**config.mk**
```make
export PLATFORM = sky130hd
export DESIGN_NAME = mips_cpu
export DESIGN_NICKNAME = d
export VERILOG_FILES = /design/src/verilog/mips_pkg.sv /design/src/verilog/mips_cpu.sv /design/src/verilog/mips_datapath.sv /design/src/verilog/mips_control.sv /design/src/verilog/alu.sv /design/src/verilog/reg_file.sv /design/src/verilog/instr_reg.sv
export SDC_FILE = /design/constraint.sdc
export NUM_CORES = 2
export LEC_CHECK = 0
export ABC_AREA = 0
export BUFFER_PORTS_ARGS = -buffer_cell sky130_fd_sc_hd__buf_2
export CAP_MARGIN = 20
export CORE_MARGIN = 4
export CORE_UTILIZATION = 40
export CTS_CLUSTER_SIZE = 14
export DETAILED_ROUTE_END_ITERATION = 16
export PLACE_DENSITY_LB_ADDON = 0.3
export REMOVE_ABC_BUFFERS = 1
export SLEW_MARGIN = 5
export SYNTH_ARGS = -nofsm -noshare
export SYNTH_HDL_FRONTEND = slang
export SYNTH_SLANG_ARGS = --single-unit
```
**constraint.sdc**
```tcl
create_clock -name clk -period 19.23 [get_ports clk]
set_clock_uncertainty 0.1 [all_clocks]
set_input_delay 3.846 -clock clk [delete_from_list [all_inputs] [get_ports clk]]
set_output_delay 3.846 -clock clk [all_outputs]
set_load 0.005 [all_outputs]
```
**src/verilog/mips_pkg.sv**
```systemverilog
package mips_pkg;

    // --------------------------------------------------
    // Widths
    // --------------------------------------------------
    localparam int word_w     = 32;
    localparam int reg_addr_w = 5;
    localparam int opcode_w   = 6;
    localparam int funct_w    = 6;
    localparam int imm_w      = 16;
    localparam int target_w   = 26;
    localparam int mem_idx_w  = 8;    // Word index into the unified memory

    typedef logic [word_w-1:0]     word_t;
    typedef logic [reg_addr_w-1:0] reg_addr_t;
    typedef logic [opcode_w-1:0]   opcode_t;
    typedef logic [funct_w-1:0]    funct_t;
    typedef logic [imm_w-1:0]      imm_t;
    typedef logic [target_w-1:0]   target_t;

    // --------------------------------------------------
    // Instruction encodings
    // --------------------------------------------------
    localparam opcode_t op_rtype = 6'h00;
    localparam opcode_t op_j     = 6'h02;
    localparam opcode_t op_beq   = 6'h04;
    localparam opcode_t op_addi  = 6'h08;
    localparam opcode_t op_lw    = 6'h23;
    localparam opcode_t op_sw    = 6'h2b;

    localparam funct_t fn_add = 6'h20;
    localparam funct_t fn_sub = 6'h22;
    localparam funct_t fn_and = 6'h24;
    localparam funct_t fn_or  = 6'h25;
    localparam funct_t fn_slt = 6'h2a;

    // Multiplexer selects of more than one bit
    localparam logic [1:0] pc_src_inc    = 2'd0;
    localparam logic [1:0] pc_src_branch = 2'd1;
    localparam logic [1:0] pc_src_jump   = 2'd2;

    localparam logic [1:0] alu_b_reg    = 2'd0;
    localparam logic [1:0] alu_b_four   = 2'd1;
    localparam logic [1:0] alu_b_imm    = 2'd2;
    localparam logic [1:0] alu_b_imm_sh = 2'd3;

    typedef enum logic [2:0] {
        alu_add, alu_sub, alu_and, alu_or, alu_slt
    } alu_op_e;

    typedef enum logic [2:0] {
        st_fetch, st_decode, st_exec, st_mem, st_wb
    } cpu_state_e;

    typedef struct packed {
        opcode_t   op;
        reg_addr_t rs;
        reg_addr_t rt;
        reg_addr_t rd;
        reg_addr_t shamt;
        funct_t    funct;
        imm_t      imm;
        target_t   target;
    } instr_fields_t;

    typedef struct packed {
        logic       ir_load;
        logic       pc_load;
        logic [1:0] pc_src;
        logic       addr_sel;     // 0 PC, 1 result register
        logic       alu_a_sel;    // 0 PC, 1 register A
        logic [1:0] alu_b_sel;
        alu_op_e    alu_op;
        logic       branch;
        logic       rf_write;
        logic       rf_dst_sel;   // 0 rd, 1 rt
        logic       rf_src_sel;   // 0 result register, 1 memory data register
        logic       mem_we;
        logic       mem_fetch;
    } ctrl_t;

endpackage
```
**src/verilog/mips_cpu.sv**
```systemverilog
`timescale 1ns/10ps

module mips_cpu import mips_pkg::*; (
    input  logic  clk,
    input  logic  reset,
    input  word_t mem_rdata,
    output word_t mem_addr,
    output word_t mem_wdata,
    output logic  mem_we,
    output logic  mem_ifetch
);

    ctrl_t         ctrl;
    instr_fields_t fields;

    mips_control u_control (
        .clk    (clk),
        .reset  (reset),
        .fields (fields),
        .ctrl   (ctrl)
    );

    mips_datapath u_datapath (
        .clk       (clk),
        .reset     (reset),
        .ctrl      (ctrl),
        .mem_rdata (mem_rdata),
        .fields    (fields),
        .mem_addr  (mem_addr),
        .mem_wdata (mem_wdata)
    );

    // Memory strobes come straight from the control word
    assign mem_we     = ctrl.mem_we;
    assign mem_ifetch = ctrl.mem_fetch;

endmodule

```
**src/verilog/mips_datapath.sv**
```systemverilog
`timescale 1ns/10ps

module mips_datapath import mips_pkg::*; (
    input  logic          clk,
    input  logic          reset,
    input  ctrl_t         ctrl,
    input  word_t         mem_rdata,
    output instr_fields_t fields,
    output word_t         mem_addr,
    output word_t         mem_wdata
);

    word_t     pc;
    word_t     pc_next;
    logic      pc_en;
    word_t     reg_a;
    word_t     reg_b;
    word_t     alu_out;    // Result register
    word_t     mdr;        // Memory data register
    word_t     rf_a;
    word_t     rf_b;
    word_t     alu_a;
    word_t     alu_b;
    word_t     alu_result;
    logic      alu_zero;
    word_t     imm_ext;
    reg_addr_t wr_addr;
    word_t     wr_data;

    instr_reg u_instr_reg (
        .clk       (clk),
        .reset     (reset),
        .load      (ctrl.ir_load),
        .mem_rdata (mem_rdata),
        .fields    (fields)
    );

    reg_file u_reg_file (
        .clk       (clk),
        .reset     (reset),
        .rd_addr_a (fields.rs),
        .rd_addr_b (fields.rt),
        .wr_en     (ctrl.rf_write),
        .wr_addr   (wr_addr),
        .wr_data   (wr_data),
        .rd_data_a (rf_a),
        .rd_data_b (rf_b)
    );

    alu u_alu (
        .op     (ctrl.alu_op),
        .a      (alu_a),
        .b      (alu_b),
        .result (alu_result),
        .zero   (alu_zero)
    );

    // --------------------------------------------------
    // Operand and write-back multiplexers
    // --------------------------------------------------
    assign imm_ext = {{(word_w-imm_w){fields.imm[imm_w-1]}}, fields.imm};
    assign alu_a   = ctrl.alu_a_sel ? reg_a : pc;

    always_comb begin
        case (ctrl.alu_b_sel)
            alu_b_reg:  alu_b = reg_b;
            alu_b_four: alu_b = 32'd4;
            alu_b_imm:  alu_b = imm_ext;
            default:    alu_b = imm_ext << 2;
        endcase
    end

    assign wr_addr = ctrl.rf_dst_sel ? fields.rt : fields.rd;
    assign wr_data = ctrl.rf_src_sel ? mdr : alu_out;

    // PC plus four is already in pc when a branch or jump resolves
    always_comb begin
        case (ctrl.pc_src)
            pc_src_branch: pc_next = alu_out;
            pc_src_jump:   pc_next = {pc[31:28], fields.target, 2'b00};
            default:       pc_next = alu_result;
        endcase
    end

    assign pc_en = ctrl.pc_load || (ctrl.branch && alu_zero);    // Taken beq

    always_ff @(posedge clk) begin
        if (reset) begin
            pc <= '0;
        end else if (pc_en) begin
            pc <= pc_next;
        end
    end

    // Operand and result registers follow their sources every cycle
    always_ff @(posedge clk) begin
        reg_a   <= rf_a;
        reg_b   <= rf_b;
        alu_out <= alu_result;
        mdr     <= mem_rdata;
    end

    assign mem_addr  = ctrl.addr_sel ? alu_out : pc;
    assign mem_wdata = reg_b;

endmodule

```
**src/verilog/mips_control.sv**
```systemverilog
`timescale 1ns/10ps

module mips_control import mips_pkg::*; (
    input  logic          clk,
    input  logic          reset,
    input  instr_fields_t fields,
    output ctrl_t         ctrl
);

    cpu_state_e state;
    cpu_state_e next_state;
    logic       op_known;

    assign op_known = (fields.op == op_rtype) || (fields.op == op_addi) ||
                      (fields.op == op_lw)    || (fields.op == op_sw)   ||
                      (fields.op == op_beq)   || (fields.op == op_j);

    always_ff @(posedge clk) begin
        if (reset) begin
            state <= st_fetch;
        end else begin
            state <= next_state;
        end
    end

    // --------------------------------------------------
    // Next state
    // --------------------------------------------------
    always_comb begin
        next_state = st_fetch;
        case (state)
            st_fetch:  next_state = st_decode;
            st_decode: next_state = op_known ? st_exec : st_fetch;    // Unknown op is a no-op
            st_exec: begin
                if ((fields.op == op_lw) || (fields.op == op_sw)) begin
                    next_state = st_mem;
                end else if ((fields.op == op_rtype) || (fields.op == op_addi)) begin
                    next_state = st_wb;
                end
            end
            st_mem:  next_state = (fields.op == op_lw) ? st_wb : st_fetch;
            default: next_state = st_fetch;
        endcase
    end

    // --------------------------------------------------
    // Control outputs per state
    // --------------------------------------------------
    always_comb begin
        ctrl = '0;
        ctrl.alu_b_sel = alu_b_four;
        ctrl.alu_op    = alu_add;
        case (state)
            st_fetch: begin
                ctrl.mem_fetch = 1'b1;
                ctrl.ir_load   = 1'b1;
                ctrl.pc_load   = 1'b1;    // PC plus four from the ALU
                ctrl.pc_src    = pc_src_inc;
            end
            st_decode: begin
                ctrl.alu_b_sel = alu_b_imm_sh;    // Branch target into the result register
            end
            st_exec: begin
                ctrl.alu_a_sel = 1'b1;
                case (fields.op)
                    op_rtype: begin
                        ctrl.alu_b_sel = alu_b_reg;
                        case (fields.funct)
                            fn_sub:  ctrl.alu_op = alu_sub;
                            fn_and:  ctrl.alu_op = alu_and;
                            fn_or:   ctrl.alu_op = alu_or;
                            fn_slt:  ctrl.alu_op = alu_slt;
                            default: ctrl.alu_op = alu_add;
                        endcase
                    end
                    op_beq: begin
                        ctrl.alu_b_sel = alu_b_reg;
                        ctrl.alu_op    = alu_sub;
                        ctrl.branch    = 1'b1;
                        ctrl.pc_src    = pc_src_branch;
                    end
                    op_j: begin
                        ctrl.pc_load = 1'b1;
                        ctrl.pc_src  = pc_src_jump;
                    end
                    default: ctrl.alu_b_sel = alu_b_imm;    // addi, lw and sw address
                endcase
            end
            st_mem: begin
                ctrl.addr_sel = 1'b1;
                ctrl.mem_we   = (fields.op == op_sw);
            end
            st_wb: begin
                ctrl.rf_write   = 1'b1;
                ctrl.rf_dst_sel = (fields.op != op_rtype);
                ctrl.rf_src_sel = (fields.op == op_lw);
            end
            default: ;
        endcase
    end

endmodule

```
**src/verilog/alu.sv**
```systemverilog
`timescale 1ns/10ps

module alu import mips_pkg::*; (
    input  alu_op_e op,
    input  word_t   a,
    input  word_t   b,
    output word_t   result,
    output logic    zero
);

    logic less;    // Signed comparison for slt

    assign less = ($signed(a) < $signed(b));

    always_comb begin
        case (op)
            alu_add: result = a + b;
            alu_sub: result = a - b;
            alu_and: result = a & b;
            alu_or:  result = a | b;
            alu_slt: result = {{(word_w-1){1'b0}}, less};
            default: result = a + b;
        endcase
    end

    // A beq subtracts its operands, so zero means they are equal
    assign zero = (result == '0);

endmodule

```
**src/verilog/reg_file.sv**
```systemverilog
`timescale 1ns/10ps

module reg_file import mips_pkg::*; (
    input  logic      clk,
    input  logic      reset,
    input  reg_addr_t rd_addr_a,
    input  reg_addr_t rd_addr_b,
    input  logic      wr_en,
    input  reg_addr_t wr_addr,
    input  word_t     wr_data,
    output word_t     rd_data_a,
    output word_t     rd_data_b
);

    word_t regs [32];

    always_ff @(posedge clk) begin
        if (reset) begin
            for (int i = 0; i < 32; i++) begin
                regs[i] <= '0;
            end
        end else if (wr_en && (wr_addr != '0)) begin    // Register zero stays zero
            regs[wr_addr] <= wr_data;
        end
    end

    assign rd_data_a = (rd_addr_a == '0) ? '0 : regs[rd_addr_a];
    assign rd_data_b = (rd_addr_b == '0) ? '0 : regs[rd_addr_b];

endmodule

```
**src/verilog/instr_reg.sv**
```systemverilog
`timescale 1ns/10ps

module instr_reg import mips_pkg::*; (
    input  logic          clk,
    input  logic          reset,
    input  logic          load,
    input  word_t         mem_rdata,
    output instr_fields_t fields
);

    word_t instr;    // Word held from the last fetch

    always_ff @(posedge clk) begin
        if (reset) begin
            instr <= '0;
        end else if (load) begin
            instr <= mem_rdata;
        end
    end

    // --------------------------------------------------
    // Field split, taken from the stored word only
    // --------------------------------------------------
    always_comb begin
        fields.op     = instr[31:26];
        fields.rs     = instr[25:21];
        fields.rt     = instr[20:16];
        fields.rd     = instr[15:11];
        fields.shamt  = instr[10:6];
        fields.funct  = instr[5:0];
        fields.imm    = instr[15:0];    // Overlaps rd, shamt and funct
        fields.target = instr[25:0];
    end

endmodule

```
---- Word level (Yosys, flattened, before mapping) ----
Memories as Yosys holds them, arrays and structs flattened. A register that Yosys moved wholly into a read port is not among the register bits.
Index checks and enable logic that the tools add are counted.
storage, ports and cells
  flip-flop bits (word level) ............. 131
  bits in writable memories ............... 1024
  bits of input ports ..................... 34
  output and inout bits ................... 66
  word-level logic and storage cells ...... 88
  memories ................................ 1
operators by class
  $add $sub $neg .......................... 2
  magnitude comparators ................... 1
  equality and inequality tests ........... 21
  muxes and demuxes ....................... 34
  bitwise operators ....................... 3
  reduce and logical (&&, ||, !) cells .... 20
memory list
  name                        depth  width  rd ports  clocked after memory_dff  wr ports  line            source
  u_datapath.u_reg_file.regs  32     32     2         2                         32        reg_file.sv:15  word_t regs [32];
operators with widths
  cell                count
  $mux 32             4
  $pmux 32 s4         1
  $pmux 32 s3         1
  $pmux 32 s2         1
  $eq 6x6->1 const B  6
  $add 32x32->32      1
  $and 32x32->32      1
  $logic_not 32->1    1
  $lt 32x32->1        1
  $or 32x32->32       1
  $reduce_or 32->1    1
  $sub 32x32->32      1
  $pmux 3 s4          2
  $eq 3x2->1 const B  4
  $mux 1              12
  $mux 3              4
  $pmux 2 s2          3
  $pmux 3 s2          2
  $logic_not 5->1     2
  $mux 5              2
  $logic_or 1x1->1    7
  $eq 3x1->1 const B  2
  $eq 3x3->1 const B  2
  $eq 6x2->1 const B  1
  15 further kinds    18

---- Longest topological paths before layout ----
  word-level depth ........................ 12
  depth in mapped cells ................... 26

---- Hierarchy ----
Synthesis repeated with hierarchy kept, for this count alone.
second synthesis, totals
  cells, all modules ...................... 5069
  area, all modules ....................... 67775.0 um^2
modules (own cells, without submodules)
  module         times used  cells an instance  area each (um^2)  sequential area each (um^2)
  reg_file       1           3502               54253.3           30749.5
  mips_datapath  1           530                6063.3            3203.1
  alu            1           835                5521.5            0.0
  instr_reg      1           145                1478.9            640.6
  mips_control   1           57                 457.9             60.1

---- Least setup slack after synthesis ----
No wires, ideal clock.
  path kind ............................... register to register
  start point ............................. register u_datapath.u_instr_reg.instr[29]
  end point ............................... register u_datapath.pc[28]
  arrival ................................. 6090 ps
  data required time ...................... 19009 ps
  slack ................................... 12918 ps
  cell stages (with the launch flop) ...... 23
  buffers on the path ..................... 3
  period minus slack after synthesis ...... 6312 ps
  path through ............................ dfxtp_1 -> buf_2 -> or4_4 -> buf_6 -> nor2_4 -> buf_1 -> mux2i_1 -> nor2_1 -> ha_1 -> fa_1 -> nor2_1 -> o311ai_0 -> a211o_1 -> a311oi_1 -> a21o_1 -> a221o_1 -> a21oi_1 -> o221a_2 -> or4_4 -> nor4_4 -> nand2_1 -> o41a_4 -> mux2_4
on the way
  word-level cells in the longest chain between the ends .. 12
RTL lines
  what                                                  line                  source
  start, declared                                       instr_reg.sv:11       word_t instr;
  start signal, assigned                                instr_reg.sv:17       instr <= mem_rdata;
  $eq 6x3->1 / $logic_not 6->1 (equally long branches)  mips_control.sv:65    case (fields.op)
  $reduce_or 2->1 (no source line)                      -
  $pmux 2 s2                                            mips_control.sv:65
  $pmux 2 s2                                            mips_control.sv:53    case (state)
  $eq 2x2->1, or another cell as far along              mips_datapath.sv:65   case (ctrl.alu_b_sel)
  $pmux 32 s3                                           mips_datapath.sv:65
  $add 32x32->32, or another cell as far along          alu.sv:17, alu.sv:22
  $pmux 32 s4 (*)                                       alu.sv:16             case (op)
  net u_datapath.alu_result[0]                          mips_datapath.sv:24   word_t alu_result;
  $logic_not 32->1 (*)                                  alu.sv:27             assign zero = (result == '0);
  $logic_and 1x1->1 (*)                                 mips_datapath.sv:85   assign pc_en = ctrl.pc_load || (ctrl.branch && alu_zero);
  $logic_or 1x1->1 (*)                                  mips_datapath.sv:85
  $reduce_and 2->1 (no source line) (*)                 -
  end signal, assigned                                  mips_datapath.sv:91   pc <= pc_next;
  end, declared                                         mips_datapath.sv:13   word_t pc;
Mark *: on every way through the listed nets, which the timed path passes. The rest lies on a longest branch.
A chain may end at the register's enable or synchronous reset.

---- Worst setup path in the final report ----
  start point ............................. register u_control.state[1]
  end point ............................... register u_datapath.pc[10]
on the way
  word-level cells in the longest chain between the ends .. 9
RTL lines
  what                                             line                  source
  start, declared                                  mips_control.sv:10    cpu_state_e state;
  start signal, assigned                           mips_control.sv:20    state <= st_fetch;
  start signal, assigned                           mips_control.sv:22    state <= next_state;
  $eq 3x2->1 / $eq 3x1->1 (equally long branches)  mips_control.sv:53
  $pmux 2 s2                                       mips_control.sv:53
  $eq 2x2->1, or another cell as far along         mips_datapath.sv:65
  $pmux 32 s3                                      mips_datapath.sv:65
  $add 32x32->32, or another cell as far along     alu.sv:17, alu.sv:22
  $pmux 32 s4 (*)                                  alu.sv:16
  net u_datapath.alu_result[19]                    mips_datapath.sv:24
  $logic_not 32->1 (*)                             alu.sv:27
  $logic_and 1x1->1 (*)                            mips_datapath.sv:85
  $logic_or 1x1->1 (*)                             mips_datapath.sv:85
Marked as above.

==> flow_metrics.tcl <==
set metrics [dict create \
    outcome "completed" \
    firstDrtPassIters 6 \
    postRouteAntennaNets 0 \
    dieArea_um2 170900 \
    cpPeakStageDelay_ns 0.81 \
    irDropWorstVdd_mv 0.09262 \
    vias 48230 \
    routed_via_density 6.460 \
    critPathArrivalTime_ns 8.68 \
    root_buffer "clkbuf_16" \
    cpMaxStageDelayCell "nor3b_4" \
    synth_edf_count 1024 \
    cts_tree "built" \
    drv_slew 0 \
    critPathCaptureType "flip-flop" \
    clockBufferDepth 3 \
    grt_pass1_wl_mm 335.1 \
    dp_hpwl_mm 155.4 \
    drtIter0Drc 7729 \
    yosysTopAreaCellShare_pct 46.78 \
    fp-row-count 148 \
    start_util_pct 40.33 \
    slew_headroom_pct 15.33 \
    layout.nets 5309 \
    cp-start-kind "flip-flop" \
    powerDensity_nw_per_um2 111.3 \
    grt.total_usage_pct 27.09 \
    hold_class "reg2reg" \
    cts_resized 0 \
    placed_area_um2 68690 \
    drt_wl_total_mm 235.0 \
    ys.flop_type "edfxtp_1" \
    p_leak_nw 24.47 \
    grt_antenna_before_repair 10 \
    mappedNetlistArea_um2 65730 \
    gp_congestion 0.9653 \
    setup-tns-final_ns 0 \
    grt_start_max_net_pins 97 \
    cts_sinks 1219 \
    synthSimpleGateAreaFrac_pct 12.03 \
    overflow 0 \
    post-route-drc-count 0 \
    path_class "reg2reg" \
    crit_path_max_fanout 53 \
    rsz0062_at_grt "no" \
    synth_top_family_by_area "multiplexers" \
    synth-async-reset-ratio_pct 0 \
    synth_top_area_cell "edfxtp_1" \
    postCtsSetupRepairBufs 0 \
    cts-buffers-inserted 132 \
    yosys-top-cells-area "edfxtp_1 (47%), mux4_2 (17%), nor2_1 (6.7%)" \
    clkSlewWorstSetupHoldPaths_ns 0.06 \
    syn_area_per_cell_um2 12.36 \
    wire_per_inst_um 31.48 \
    crit_chain "nor3b_4 -> buf_4 -> o21ai_2 -> o21ai_0 -> ha_1 -> nor3b_1 -> or4_1 -> a21oi_1 -> o221ai_1 -> a211oi_2 -> a211oi_2 -> o211ai_1 -> o211ai_1 -> or4_4 -> nor4_4 -> nand4bb_4 -> or4b_1 -> nand3_1" \
    die_h_um 413.4 \
    synthCells 5316 \
    setup_viol 0 \
    finalNonFillerCells 7466 \
    ys_ff_latch 1219 \
    critPathRequiredTime_ns 19.82 \
    worst_pin_slew_ns 1.262 \
    hold_viol 0 \
    cts_hold_buf 0 \
    clk_latency_ns 0.77 \
    synthAdderAreaFrac_pct 1.774 \
    layout-drive-gt1-share_pct 21.49 \
    largest_reg_flops 1024 \
    synth_xor_area_share_pct 0.1599 \
    stdcell_area_um2 72800 \
    synthMuxAreaShare_pct 21.72 \
    ys.warnings.count 0 \
    maxCapViolations 0 \
    synth_compound_area_share_pct 8.024 \
    numPortBuffers 99 \
    io_pins 100 \
    dpl.cell_count 7220 \
    dieWidth_um 413.4 \
    max_freq_ghz 0.1236 \
    core_area_um2 163000 \
    largest_register "u_datapath.u_reg_file.regs" \
    yosysSeqAreaShare_pct 52.72 \
    grt_pass1_vias 45640 \
    period_needed_ns 8.090 \
    period_share_pct 42.07 \
    areaGrowthSynthToFinish_pct 10.77 \
    synth.distinct_cells 100 \
    fin_util_pct 44.68 \
    htree_levels 4 \
]
==> where the power goes <==
group	total, mW	internal [mW]	switching, mW
Clock	2.47	1.38	1.08
Combinational	2.39	0.779	1.61
Sequential	3.25	3.03	0.215
==> area by class of cell <==
class                   count  area (um2)
flip-flops and latches   1219       34690
diodes                      1       2.502
repair buffers            212        1465
clock inverters            52       364.1
fillers                 14720       90160
clock buffers             189        3706
multi-input cells        3513       29460
well taps                2175        2721
inverters                 105       394.1
==> layout by cell type, fill, tap and decap left out, types with 103 or more instances in the layout <==
cell type / netlist / final
mux2i_1: 218 / 186
nor2_1: 1168 / 1167
inv_1: 103 / 103
edfxtp_1: 1024 / 1024
mux4_2: 484 / 484
a21oi_1: 155 / 154
dfxtp_1: 195 / 185
nand2_1: 326 / 297
clkbuf_16: 0 / 136
buf_4: 0 / 105
==> cell usage after synthesis, drive strengths merged (12+ instances only) <==
cell	number
or3	12
a21o	17
or4b	21
a21oi	156
a22oi	51
mux2i	218
a31oi	15
nor2b	20
nor3b	36
mux2	105
mux4	484
a221oi	48
nor2	1170
nand2	327
nor4	18
o21ai	86
a211oi	52
ha	90
o21bai	17
clkbuf	428
nand3	47
o22ai	68
nand2b	59
nor3	48
o221ai	52
a22o	32
edfxtp	1024
a211o	25
dfxtp	195
o31ai	12
o211ai	26
buf	82
inv	104
==> cell families after synthesis <==
family                   after synthesis
AO/OA/AOI/OAI                        739
buffers and inverters                615
XOR/XNOR                              12
other                                  1
AND/OR/NAND/NOR                     1831
multiplexers                         807
adder cells (fa/ha/maj)               92
flip-flops                          1219
==> metal layers <==
metal	up-vias	track usage, %	routed length (um)
met5	-	0	53
met2	3254	41.51	106600
met1	24770	37.52	90710
met4	8	7.441	6894
met3	402	8.202	30800
li1	19800	-	-
==> critical path: cells and delay by family, from the launching register on <==
family | cells | cell delay (ns)
flops | 1 | 0.56
fa+ha+maj | 1 | 0.41
compound gates | 8 | 2.38
buf+inv | 1 | 0.42
simple gates | 8 | 4.04
==> metrics by stage <==
stage	setup WS [ns]	hold WS, ns	power (mW)
floorplan	2.088	0.3563	4.695
finish	11.14	0.4041	8.103
detailed placement	11.31	0.3906	5.610
global route	10.76	0.4451	8.355
global placement	11.37	0.3811	5.588
CTS	11.26	0.4050	8.042
==> path summary, 6_finish.rpt <==
check / from / to / slack (ns) / cells past startpoint
max: u_control.state[1] / u_datapath.pc[10] / 11.14 / 18
min: u_datapath.pc[30] / u_datapath.pc[30] / 0.40 / 2
max reg2reg: u_control.state[1] / u_datapath.pc[10] / 11.14 / 18
min reg2reg: u_datapath.pc[30] / u_datapath.pc[30] / 0.40 / 2
Note: power is estimated with default switching activity, not from simulation.
